--- src/logic/mac_pkg.sv ---
////////////////////////////////////////////////////////////
// mac lane widths, element format enum and element union
// product bundle interface between stage 0 and stage 1
////////////////////////////////////////////////////////////
`default_nettype none

package mac_pkg;

    localparam int W_ELEM    = 10;
    localparam int W_EXP     = 4;
    localparam int W_PEXP    = 5;   // sum of two fp8 exponents
    localparam int W_PMAG    = 16;  // int9 magnitude product
    localparam int W_PROD    = 17;
    localparam int SHIFT_CAP = 17;  // anything beyond leaves 0 or -1

    typedef enum logic {
        MODE_FP8  = 1'b0,
        MODE_INT9 = 1'b1
    } mac_mode_e;

    typedef struct packed {
        logic             is_zero;
        logic             sign;
        logic [W_EXP-1:0] exp;
        logic [3:0]       mant;     // no hidden bit
    } mac_fp8_s;

    typedef struct packed {
        logic       is_zero;
        logic       sign;
        logic [7:0] mag;
    } mac_int9_s;

    // one element word, viewed per mode
    typedef union packed {
        mac_fp8_s  fp8;
        mac_int9_s int9;
    } mac_elem_u;

endpackage

interface mac_prod_if #(parameter int N_LANES = 8);
    import mac_pkg::*;

    logic [N_LANES-1:0]              sign;
    logic [N_LANES-1:0][W_PEXP-1:0]  exp;
    logic [N_LANES-1:0][W_PMAG-1:0]  mag;
    logic [N_LANES-1:0]              keep;  // element valid and not zero
    mac_mode_e                       mode;

    modport src (output sign, exp, mag, keep, mode);
    modport dst (input  sign, exp, mag, keep, mode);
endinterface

`default_nettype wire

--- src/logic/mac_pipe_ctrl.sv ---
////////////////////////////////////////////////////////////
// pipeline control: stage valid bits, stage load enables,
// ifm/wfm join and ofm handshake
////////////////////////////////////////////////////////////
`default_nettype none

module mac_pipe_ctrl #(
    parameter int N_STAGES = 4
) (
    input  logic                i_clk,
    input  logic                i_reset,
    input  logic                i_ifm_valid,
    input  logic                i_wfm_valid,
    output logic                o_ifm_ready,
    output logic                o_wfm_ready,
    input  logic                i_ofm_ready,
    output logic                o_ofm_valid,
    output logic [N_STAGES-1:0] o_stage_en
);

    logic [N_STAGES-1:0] r_valid;
    logic [N_STAGES-1:0] stage_en;
    logic                take;

    // a stage loads when empty or when its contents move on
    always_comb begin
        stage_en[N_STAGES-1] = ~r_valid[N_STAGES-1] | i_ofm_ready;
        for (int s = N_STAGES - 2; s >= 0; s--) begin
            stage_en[s] = ~r_valid[s] | stage_en[s+1];
        end
    end

    assign take        = i_ifm_valid & i_wfm_valid & stage_en[0];
    assign o_ifm_ready = i_wfm_valid & stage_en[0];  // join, waits for peer
    assign o_wfm_ready = i_ifm_valid & stage_en[0];

    always_ff @(posedge i_clk or negedge i_reset) begin
        if (!i_reset) begin
            r_valid <= '0;
        end else begin
            if (stage_en[0]) begin
                r_valid[0] <= take;
            end
            for (int s = 1; s < N_STAGES; s++) begin
                if (stage_en[s]) begin
                    r_valid[s] <= r_valid[s-1];  // bubbles move too
                end
            end
        end
    end

    assign o_ofm_valid = r_valid[N_STAGES-1];
    assign o_stage_en  = stage_en;

endmodule

`default_nettype wire

--- src/logic/mac_product_stage.sv ---
////////////////////////////////////////////////////////////
// stage 0: element decode, lane multipliers, product regs
////////////////////////////////////////////////////////////
`default_nettype none

module mac_product_stage #(
    parameter int N_LANES = 8
) (
    input  logic                                  i_clk,
    input  logic                                  i_en,
    input  mac_pkg::mac_mode_e                    i_mode,
    input  mac_pkg::mac_elem_u [N_LANES-1:0]      i_ifm_data,
    input  mac_pkg::mac_elem_u [N_LANES-1:0]      i_wfm_data,
    input  logic [N_LANES-1:0]                    i_elem_valid,
    mac_prod_if.src                               prod
);
    import mac_pkg::*;

    logic [N_LANES-1:0]             p_zero;
    logic [N_LANES-1:0]             p_sign;
    logic [N_LANES-1:0][W_PEXP-1:0] p_exp;
    logic [N_LANES-1:0][W_PMAG-1:0] p_mag;
    logic [N_LANES-1:0]             p_keep;

    ////////////////////////////////////////////////////////////
    // decode and multiply
    ////////////////////////////////////////////////////////////

    always_comb begin
        for (int i = 0; i < N_LANES; i++) begin
            // zero flag and sign sit at the same bits in both formats
            p_zero[i] = i_ifm_data[i].fp8.is_zero | i_wfm_data[i].fp8.is_zero;
            p_sign[i] = i_ifm_data[i].fp8.sign ^ i_wfm_data[i].fp8.sign;
            if (i_mode == MODE_FP8) begin
                // exponents add, mantissas multiply
                p_exp[i]  = W_PEXP'(i_ifm_data[i].fp8.exp)
                          + W_PEXP'(i_wfm_data[i].fp8.exp);
                p_mag[i]  = W_PMAG'(i_ifm_data[i].fp8.mant)
                          * W_PMAG'(i_wfm_data[i].fp8.mant);
            end else begin
                p_exp[i]  = '0;                         // integers are unscaled
                p_mag[i]  = W_PMAG'(i_ifm_data[i].int9.mag)
                          * W_PMAG'(i_wfm_data[i].int9.mag);
            end
        end
    end

    assign p_keep = i_elem_valid & ~p_zero;

    ////////////////////////////////////////////////////////////
    // stage 0 registers
    ////////////////////////////////////////////////////////////

    always_ff @(posedge i_clk) begin
        if (i_en) begin
            prod.sign <= p_sign;
            prod.exp  <= p_exp;
            prod.mag  <= p_mag;
            prod.keep <= p_keep;
            prod.mode <= i_mode;
        end
    end

endmodule

`default_nettype wire

--- src/logic/mac_max_exp.sv ---
////////////////////////////////////////////////////////////
// compare tree for the largest kept product exponent
////////////////////////////////////////////////////////////
`default_nettype none

module mac_max_exp #(
    parameter int N_LANES = 8
) (
    input  logic [N_LANES-1:0][mac_pkg::W_PEXP-1:0] i_exp,
    input  logic [N_LANES-1:0]                      i_keep,
    output logic [mac_pkg::W_PEXP-1:0]              o_max_exp
);
    import mac_pkg::*;

    // heap order, leaves in the upper half
    localparam int N_NODE = 2 * N_LANES - 1;

    logic [W_PEXP-1:0] node [N_NODE];

    always_comb begin
        // dropped lanes enter as 0, so an empty vector gives 0
        for (int i = 0; i < N_LANES; i++) begin
            node[N_LANES-1+i] = i_keep[i] ? i_exp[i] : '0;
        end
        for (int k = N_LANES - 2; k >= 0; k--) begin
            if (node[2*k+1] > node[2*k+2]) begin
                node[k] = node[2*k+1];
            end else begin
                node[k] = node[2*k+2];
            end
        end
    end

    assign o_max_exp = node[0];

endmodule

`default_nettype wire

--- src/logic/mac_align_stage.sv ---
////////////////////////////////////////////////////////////
// stage 1: max exponent, differences, two's complement
// stage 2: clamped arithmetic right shift
////////////////////////////////////////////////////////////
`default_nettype none

module mac_align_stage #(
    parameter int N_LANES = 8
) (
    input  logic                                    i_clk,
    input  logic                                    i_en1,
    input  logic                                    i_en2,
    mac_prod_if.dst                                 prod,
    output logic [N_LANES-1:0][mac_pkg::W_PROD-1:0] o_aligned,
    output logic [mac_pkg::W_PEXP-1:0]              o_max_exp
);
    import mac_pkg::*;

    logic [W_PEXP-1:0]        max_exp;
    logic [W_PROD-1:0]        mag_ext [N_LANES];
    logic signed [W_PROD-1:0] tc      [N_LANES];
    logic [W_PEXP-1:0]        diff    [N_LANES];
    logic [W_PEXP-1:0]        shift   [N_LANES];

    logic signed [W_PROD-1:0] r1_prod  [N_LANES];
    logic [W_PEXP-1:0]        r1_shift [N_LANES];
    logic [W_PEXP-1:0]        r1_max_exp;

    mac_max_exp #(
        .N_LANES (N_LANES)
    ) u_max_exp (
        .i_exp     (prod.exp),
        .i_keep    (prod.keep),
        .o_max_exp (max_exp)
    );

    ////////////////////////////////////////////////////////////
    // stage 1
    ////////////////////////////////////////////////////////////

    always_comb begin
        for (int i = 0; i < N_LANES; i++) begin
            mag_ext[i] = {1'b0, prod.mag[i]};
            if (!prod.keep[i]) begin
                tc[i] = '0;                         // contributes nothing
            end else if (prod.sign[i]) begin
                tc[i] = ~mag_ext[i] + 1'b1;
            end else begin
                tc[i] = mag_ext[i];
            end

            diff[i] = max_exp - prod.exp[i];
            if (prod.mode == MODE_INT9) begin
                shift[i] = '0;                      // all on one scale
            end else if (diff[i] > W_PEXP'(SHIFT_CAP)) begin
                shift[i] = W_PEXP'(SHIFT_CAP);
            end else begin
                shift[i] = diff[i];
            end
        end
    end

    always_ff @(posedge i_clk) begin
        if (i_en1) begin
            for (int i = 0; i < N_LANES; i++) begin
                r1_prod[i]  <= tc[i];
                r1_shift[i] <= shift[i];
            end
            r1_max_exp <= max_exp;
        end
    end

    ////////////////////////////////////////////////////////////
    // stage 2
    ////////////////////////////////////////////////////////////

    // floor rounding, small negatives end at -1
    always_ff @(posedge i_clk) begin
        if (i_en2) begin
            for (int i = 0; i < N_LANES; i++) begin
                o_aligned[i] <= r1_prod[i] >>> r1_shift[i];
            end
            o_max_exp <= r1_max_exp;
        end
    end

endmodule

`default_nettype wire

--- src/logic/mac_sum_stage.sv ---
////////////////////////////////////////////////////////////
// stage 3: signed adder tree and output registers
////////////////////////////////////////////////////////////
`default_nettype none

module mac_sum_stage #(
    parameter int N_LANES = 8
) (
    input  logic                                            i_clk,
    input  logic                                            i_en,
    input  logic [N_LANES-1:0][mac_pkg::W_PROD-1:0]         i_aligned,
    input  logic [mac_pkg::W_PEXP-1:0]                      i_max_exp,
    output logic signed [mac_pkg::W_PROD+$clog2(N_LANES)-1:0] o_sum,
    output logic [mac_pkg::W_PEXP-1:0]                      o_max_exp
);
    import mac_pkg::*;

    localparam int W_SUM  = W_PROD + $clog2(N_LANES);
    localparam int N_NODE = 2 * N_LANES - 1;

    logic signed [W_SUM-1:0] node [N_NODE];

    always_comb begin
        for (int i = 0; i < N_LANES; i++) begin
            node[N_LANES-1+i] = W_SUM'($signed(i_aligned[i]));  // sign extend
        end
        for (int k = N_LANES - 2; k >= 0; k--) begin
            node[k] = node[2*k+1] + node[2*k+2];
        end
    end

    // held while the ofm side stalls
    always_ff @(posedge i_clk) begin
        if (i_en) begin
            o_sum     <= node[0];
            o_max_exp <= i_max_exp;
        end
    end

endmodule

`default_nettype wire

--- src/logic/mac_lane.sv ---
////////////////////////////////////////////////////////////
// mac lane top: pipeline control and the four stages
////////////////////////////////////////////////////////////
`default_nettype none

module mac_lane #(
    parameter int N_LANES  = 8,
    parameter int N_STAGES = 4
) (
    input  logic                                              i_clk,
    input  logic                                              i_reset,
    input  mac_pkg::mac_mode_e                                i_mode,
    input  logic                                              i_ifm_valid,
    output logic                                              o_ifm_ready,
    input  mac_pkg::mac_elem_u [N_LANES-1:0]                  i_ifm_data,
    input  logic [N_LANES-1:0]                                i_ifm_elem_valid,
    input  logic                                              i_wfm_valid,
    output logic                                              o_wfm_ready,
    input  mac_pkg::mac_elem_u [N_LANES-1:0]                  i_wfm_data,
    input  logic                                              i_ofm_ready,
    output logic                                              o_ofm_valid,
    output logic signed [mac_pkg::W_PROD+$clog2(N_LANES)-1:0] o_ofm_sum,
    output logic [mac_pkg::W_PEXP-1:0]                        o_ofm_max_exp
);
    import mac_pkg::*;

    logic [N_STAGES-1:0]            stage_en;
    logic [N_LANES-1:0][W_PROD-1:0] aligned;
    logic [W_PEXP-1:0]              align_max_exp;

    mac_prod_if #(.N_LANES(N_LANES)) prod_if ();

    mac_pipe_ctrl #(
        .N_STAGES (N_STAGES)
    ) u_pipe_ctrl (
        .i_clk       (i_clk),
        .i_reset     (i_reset),
        .i_ifm_valid (i_ifm_valid),
        .i_wfm_valid (i_wfm_valid),
        .o_ifm_ready (o_ifm_ready),
        .o_wfm_ready (o_wfm_ready),
        .i_ofm_ready (i_ofm_ready),
        .o_ofm_valid (o_ofm_valid),
        .o_stage_en  (stage_en)
    );

    mac_product_stage #(.N_LANES(N_LANES)) u_product (
        .i_clk        (i_clk),
        .i_en         (stage_en[0]),
        .i_mode       (i_mode),
        .i_ifm_data   (i_ifm_data),
        .i_wfm_data   (i_wfm_data),
        .i_elem_valid (i_ifm_elem_valid),
        .prod         (prod_if)
    );

    mac_align_stage #(.N_LANES(N_LANES)) u_align (
        .i_clk     (i_clk),
        .i_en1     (stage_en[1]),
        .i_en2     (stage_en[2]),
        .prod      (prod_if),
        .o_aligned (aligned),
        .o_max_exp (align_max_exp)
    );

    mac_sum_stage #(.N_LANES(N_LANES)) u_sum (
        .i_clk     (i_clk),
        .i_en      (stage_en[3]),
        .i_aligned (aligned),
        .i_max_exp (align_max_exp),
        .o_sum     (o_ofm_sum),
        .o_max_exp (o_ofm_max_exp)
    );

endmodule

`default_nettype wire

--- config.mk ---
export PLATFORM = sky130hd
export DESIGN_NAME = mac_lane
export DESIGN_NICKNAME = d
export VERILOG_FILES = /design/src/logic/mac_pkg.sv /design/src/logic/mac_pipe_ctrl.sv /design/src/logic/mac_product_stage.sv /design/src/logic/mac_max_exp.sv /design/src/logic/mac_align_stage.sv /design/src/logic/mac_sum_stage.sv /design/src/logic/mac_lane.sv
export SDC_FILE = /design/constraint.sdc
export NUM_CORES = 2
export LEC_CHECK = 0
export ABC_AREA = 1
export BUFFER_PORTS_ARGS = -buffer_cell sky130_fd_sc_hd__buf_2
export CORE_ASPECT_RATIO = 0.8
export CORE_MARGIN = 5
export CORE_UTILIZATION = 50
export DETAILED_ROUTE_END_ITERATION = 10
export PLACE_DENSITY = 0.69
export SYNTH_ARGS = -nofsm -noshare
export SYNTH_HDL_FRONTEND = slang
export SYNTH_SLANG_ARGS = --single-unit
--- constraint.sdc ---
create_clock -name i_clk -period 11.69 [get_ports i_clk]
set_clock_uncertainty 0.1 [all_clocks]
set_input_delay 0 -clock i_clk [delete_from_list [all_inputs] [get_ports i_clk]]
set_output_delay 0 -clock i_clk [all_outputs]
set_load 0.02 [all_outputs]
=== Word-level counts from Yosys, hierarchy flattened ===
Memories as Yosys holds them, arrays and structs flattened.
Cells that the tools add are included.

* Input port bits: 174
* Output and inout bits: 28
* Memories kept: 2
* Bits in registers: 360
* Word-level logic and storage cells: 210
* Bits in writable memories: 176

{| class="wikitable"
|+ Memories
! name !! words !! width !! read ports !! clocked after Yosys merged registers in !! write ports !! RTL line !! source
|-
| u_align.r1_prod || 8 || 17 || 8 || 0 || 8 || mac_align_stage.sv:25 || <nowiki>logic signed [W_PROD-1:0] r1_prod [N_LANES];</nowiki>
|-
| u_align.r1_shift || 8 || 5 || 8 || 0 || 8 || mac_align_stage.sv:26 || <nowiki>logic [W_PEXP-1:0] r1_shift [N_LANES];</nowiki>
|}

* Order comparisons: 15
* Mux-type cells: 57
* Multiply operators: 16
* Add/sub/neg operators: 31
* Bitwise logic cells: 38
* Shift operators: 8

{| class="wikitable"
|+ Operators with widths
! kind !! count
|-
| $mux W17 || 16
|-
| $mux W5 || 31
|-
| $add A17 B1 Y17 const B || 8
|-
| $not A16 Y17 || 8
|-
| $sshr A17 B5 Y17 || 8
|-
| $mul A8 B8 Y16 || 8
|-
| $add A17 B17 Y18 || 4
|-
| $mul A4 B4 Y8 || 8
|-
| $mux W8 || 8
|-
| $add A20 B20 Y20 || 3
|-
| $add A4 B4 Y5 || 8
|-
| $gt A5 B5 Y1 const B || 8
|-
| $sub A5 B5 Y5 || 8
|-
| $gt A5 B5 Y1 || 7
|-
| $or A1 B1 Y1 || 12
|-
| $and A8 B8 Y8 || 1
|-
| $not A8 Y8 || 1
|-
| $xor A1 B1 Y1 || 8
|-
| $and A1 B1 Y1 || 4
|-
| $not A1 Y1 || 4
|-
| $mux W1 || 2
|}

=== Depth between registers and ports, before layout ===
* Depth in word-level cells: 11
* Mapped depth: 42
* Mapped depth without buffers: 41

=== By module ===
Synthesis repeated with hierarchy kept, for this count alone.

* Cell total of the unflattened synthesis: 7495
* Area, all modules: 56905.8 um^2

{| class="wikitable"
|+ By module, submodules not included
! module !! times used !! area an instance (um^2) !! cells each
|-
| mac_product_stage || 1 || 29223.0 || 3876
|-
| mac_align_stage || 1 || 21281.7 || 2794
|-
| mac_sum_stage || 1 || 4465.5 || 478
|-
| mac_max_exp || 1 || 1741.7 || 324
|-
| mac_pipe_ctrl || 1 || 193.9 || 23
|}

=== Worst setup path after synthesis ===
Ideal clock, no wire load.

* Kind: register to register
* From: register u_pipe_ctrl.r_valid[3]
* To: register u_pipe_ctrl.r_valid[0]
* Setup slack: -0.773 ns
* Setup time: 0.353 ns
* Data required time: 11.237 ns
* Arrival time: 12.011 ns
* Buffers on the path: 0
* Clock period less this slack: 12.463 ns
* Cell stages (with the launch flop): 11
* Cells stage by stage: dfrtp_1 -> inv_1 -> nor2_1 -> inv_1 -> nor2_1 -> inv_1 -> nor2_1 -> inv_1 -> nor2_1 -> inv_1 -> o21ai_0

* Word-level cells in the longest chain between the ends: 6

{| class="wikitable"
|+ RTL lines
! item !! RTL line !! source
|-
| start: declaration || mac_pipe_ctrl.sv:21 || <nowiki>logic [N_STAGES-1:0] r_valid;</nowiki>
|-
| start signal: indexed assignment || mac_pipe_ctrl.sv:46 || <nowiki>r_valid[s] <= r_valid[s-1];</nowiki>
|-
| $not A1 Y1 * || mac_pipe_ctrl.sv:27 || <nowiki>stage_en[N_STAGES-1] = ~r_valid[N_STAGES-1] | i_ofm_ready;</nowiki>
|-
| $or A1 B1 Y1 * || mac_pipe_ctrl.sv:27 ||
|-
| via u_sum.i_en || mac_sum_stage.sv:10 || <nowiki>input logic i_en,</nowiki>
|-
| $or A1 B1 Y1 * || mac_pipe_ctrl.sv:29 || <nowiki>stage_en[s] = ~r_valid[s] | stage_en[s+1];</nowiki>
|-
| via u_align.i_en2 || mac_align_stage.sv:12 || <nowiki>input logic i_en2,</nowiki>
|-
| $or A1 B1 Y1 * || mac_pipe_ctrl.sv:29 ||
|-
| via u_align.i_en1 || mac_align_stage.sv:11 || <nowiki>input logic i_en1,</nowiki>
|-
| $or A1 B1 Y1 * || mac_pipe_ctrl.sv:29 ||
|-
| $and A1 B1 Y1 || mac_pipe_ctrl.sv:33 || <nowiki>assign take = i_ifm_valid & i_wfm_valid & stage_en[0];</nowiki>
|}

Mark *: on every way through the listed nets, which the timed path passes. The rest lies on a longest branch.
A chain may end at the register's enable or synchronous reset.

==> flow_metrics.tcl <==
set metrics [dict create \
    hp-class "in -> reg" \
    final_cell_mix "1523 x nand2_1, 1263 x inv_1, 570 x ha_1, 547 x o21ai_0, 532 x edfxtp_1" \
    clkPwrFrac_pct 10.8 \
    yosys.area.top_type "edfxtp_1" \
    avgSynthCellArea_um2 8.118 \
    p_switching_mw 8.873 \
    max_stage_delay_ps 850 \
    p_leak_nw 30.84 \
    peakVddDrop_mv 0.6591 \
    grt_pass1_vias 41780 \
    clock-root-buffer "clkbuf_16" \
    max_freq_mhz 131.0 \
    critPathMaxFanout 19 \
    post-route-drc-count 0 \
    cts_max_level 2 \
    ff2ff_setup_slack_ps 4060 \
    final.setup.tns_ps 0 \
    fp.coreArea_um2 108000 \
    clock_latency_ps 680 \
    p_int_mw 8.501 \
    die-width_um 378.0 \
    final_common_cell "nand2_1" \
    cts_resized 0 \
    yosysSeqAreaShare_pct 29.68 \
    cp-end-kind "flop" \
    slew_viol_final 0 \
    vias 44220 \
    crit_top_cell "nand2_1" \
    first_pass_iters 6 \
    path_clk_slew_ps 60 \
    syn_area_um2 54160 \
    syn_nets 7793 \
    crit_slowest_cell "o21ai_2" \
    ys_dominant_reg_cell "edfxtp_1" \
    cts_made_buffers 61 \
    cp.required_ps 11990 \
    fin_crit_ps 7631 \
    dpl.hpwl_um 107600 \
    drt_iter0_drc 3427 \
    tightest_slew_ps 1158 \
    grt_start_max_net_pins 76 \
    synthCells 6672 \
    port_buffers 201 \
    swShare_pct 51.07 \
    rows 108 \
    grt_pass1_wl_um 217900 \
    n_antenna_cell 0 \
    period_share_pct 65.28 \
    nets 7978 \
    final_layout_size_suffix_gt1_share_pct 5.847 \
    synthToLayoutAreaGrowth_pct 9.580 \
    drt-vias-per-instance 5.303 \
    worstHoldStart "i_ifm_data[77]" \
    dieArea_um2 115000 \
    cts_tree "yes" \
    fin_hold_ws_ps 15.63 \
    synth-seq-cells 536 \
    synth_edf_count 532 \
    die_h_um 304.4 \
    power_frac_comb_pct 68.2 \
    yosysTopAreaCellShare_pct 29.50 \
    finalSetupViolCount 0 \
    gp_congestion 0.9230 \
    overflow 0 \
    power_density_nw_per_um2 292.7 \
    startpoint_type "flop" \
    cts_setup_buffers 0 \
    maxSlewHeadroom_pct 22.27 \
    p_seq_share_pct 21.0 \
    routed_wl_um 133600 \
    cap_violations 0 \
    postRouteAntennaNets 0 \
    ys_warn_count 0 \
    yosysUniqueCellTypes 58 \
    reg2reg_from "u_product.prod.keep[1]$_DFFE_PN_" \
    grt_use_total_pct 23.02 \
    crit_type "reg -> reg" \
    setup.worst_path.start "u_product.prod.keep[1]$_DFFE_PN_" \
    finalHoldViolations 0 \
    rsz0062_at_grt "no" \
    synthArstFlopShare_pct 0.7463 \
    numClockSinks 536 \
    antenna_found_initial 3 \
    status "finished clean" \
    wl_per_cell_um 16.02 \
    synthTopCellsByArea "edfxtp_1 29%, fa_1 14%, ha_1 13%, nand2_1 11%, inv_1 8.8%" \
    clock_path_buffers 3 \
    initial_core_util_pct 50.16 \
    crit_arrival_ps 7930 \
    ioPinCount 202 \
]
==> final cells by class <==
cell class	count	area (µm²)
fill	9717	48620
multi-input combinational	4657	32490
sequential	536	16080
inverter	1279	4815
timing repair buffer	322	2190
tap	1430	1789
clock buffer	70	1560
clock inverter	45	432.9
==> sequential cells by signal (all words and copies together), names as in the netlist <==
| register | cells |
|---|---|
| u_align.o_aligned | 136 |
| u_product.prod.mode | 1 |
| u_product.prod.exp | 40 |
| u_align.o_max_exp | 5 |
| u_product.prod.sign | 8 |
| u_product.prod.keep | 8 |
| u_align.r1_max_exp | 5 |
| u_product.prod.mag | 128 |
| u_align.r1_prod | 136 |
| u_sum.o_sum | 20 |
| u_pipe_ctrl.r_valid | 4 |
| u_sum.o_max_exp | 5 |
| u_align.r1_shift | 40 |
==> timing repair <==
action                                 4_1_cts  5_1_grt
hold buffers                               109        0
setup endpoints to repair                    0        0
endpoints found under the hold margin       98        0
==> cells in the mapped netlist (all sizes together), types with 2 or more instances <==
cell     count
inv       1267
nand3b       7
or2          3
a31o         3
o21bai      13
edfxtp     532
nand2b       3
o211ai      42
xor2        93
a21o        19
a31oi       37
nor3b       11
dfrtp        4
nor2       354
and2        13
a22oi        3
nand4       21
nand2     1548
o21ai      564
nor3        90
o21a        14
a211o        2
mux2i       20
clkinv      12
o22ai       12
a21oi      500
fa         377
a211oi       7
xnor2       27
a311oi       2
buf         36
o2111ai      7
o31ai       21
a21boi       6
o221ai      29
clkbuf     164
nor4         8
nand3      212
ha         570
and3        17
==> kinds of logic after synthesis <==
kind of cell    count (synthesis)  share of synthesized area, %
buf+inv                      1479                         10.34
xor+xnor                      120                         1.940
simple gates                 2287                         17.67
mux                            21                        0.3904
flops                         536                         29.68
fa+ha+maj                     947                         27.10
compound gates               1282                         12.88
==> critical path, delay by kind of cell (launching register included) <==
| family | cells | cell delay, ps |
|---|---|---|
| buffers and inverters | 3 | 620 |
| AND/OR/NAND/NOR | 19 | 1940 |
| adder cells (fa/ha/maj) | 4 | 1490 |
| flip-flops | 1 | 770 |
| XOR/XNOR | 1 | 350 |
| AO/OA/AOI/OAI | 7 | 2080 |
==> power groups by stage <==
stage                     Clock [mW]  Sequential, mW  Combinational (mW)
after floorplan                    0            3.49                8.79
after global placement             0            3.67                11.4
after detailed placement           0            3.68                11.6
after CTS                       1.92            3.65                11.7
after global routing            2.00            3.72                13.4
final                           1.88            3.65                11.8
==> metal layers <==
layer  vias to the layer above  part of all wire [%]  track usage, %
li1                      22120                     -               -
met1                     20650                    50           36.36
met2                      1311                    42           34.54
met3                       138                   6.0           2.265
met4                         4                   1.6           4.361
met5                         -                 0.027               0
==> metrics by stage <==
stage / instances / utilization [%] / power, mW / worst slack [ps] / instance area, µm²
after floorplan: 6672 / - / 12.28 / 832.2 / 54170
after global placement: 8115 / 52.11 / 15.07 / 4361 / 56270
after detailed placement: 8115 / 52.11 / 15.29 / 4233 / 56270
after CTS: 8339 / 54.97 / 17.29 / 4120 / 59350
after global routing: 8339 / 54.97 / 19.07 / 3434 / 59350
final: 8339 / 54.97 / 17.37 / 4059 / 59350
==> path summary, 6_finish.rpt <==
check,cells past startpoint,endpoint
setup / recovery,34,u_align.r1_shift[1][16]$_SDFFCE_PP0P_
hold / removal,4,u_product.prod.exp[39]$_SDFFCE_PP0N_
setup reg to reg,34,u_align.r1_shift[1][16]$_SDFFCE_PP0P_
hold reg to reg,2,u_pipe_ctrl.r_valid[2]$_DFFE_PN0P_
max in group asynchronous,3,u_pipe_ctrl.r_valid[1]$_DFFE_PN0P_
min in group asynchronous,3,u_pipe_ctrl.r_valid[2]$_DFFE_PN0P_
Note: power is estimated with default switching activity, not from simulation.
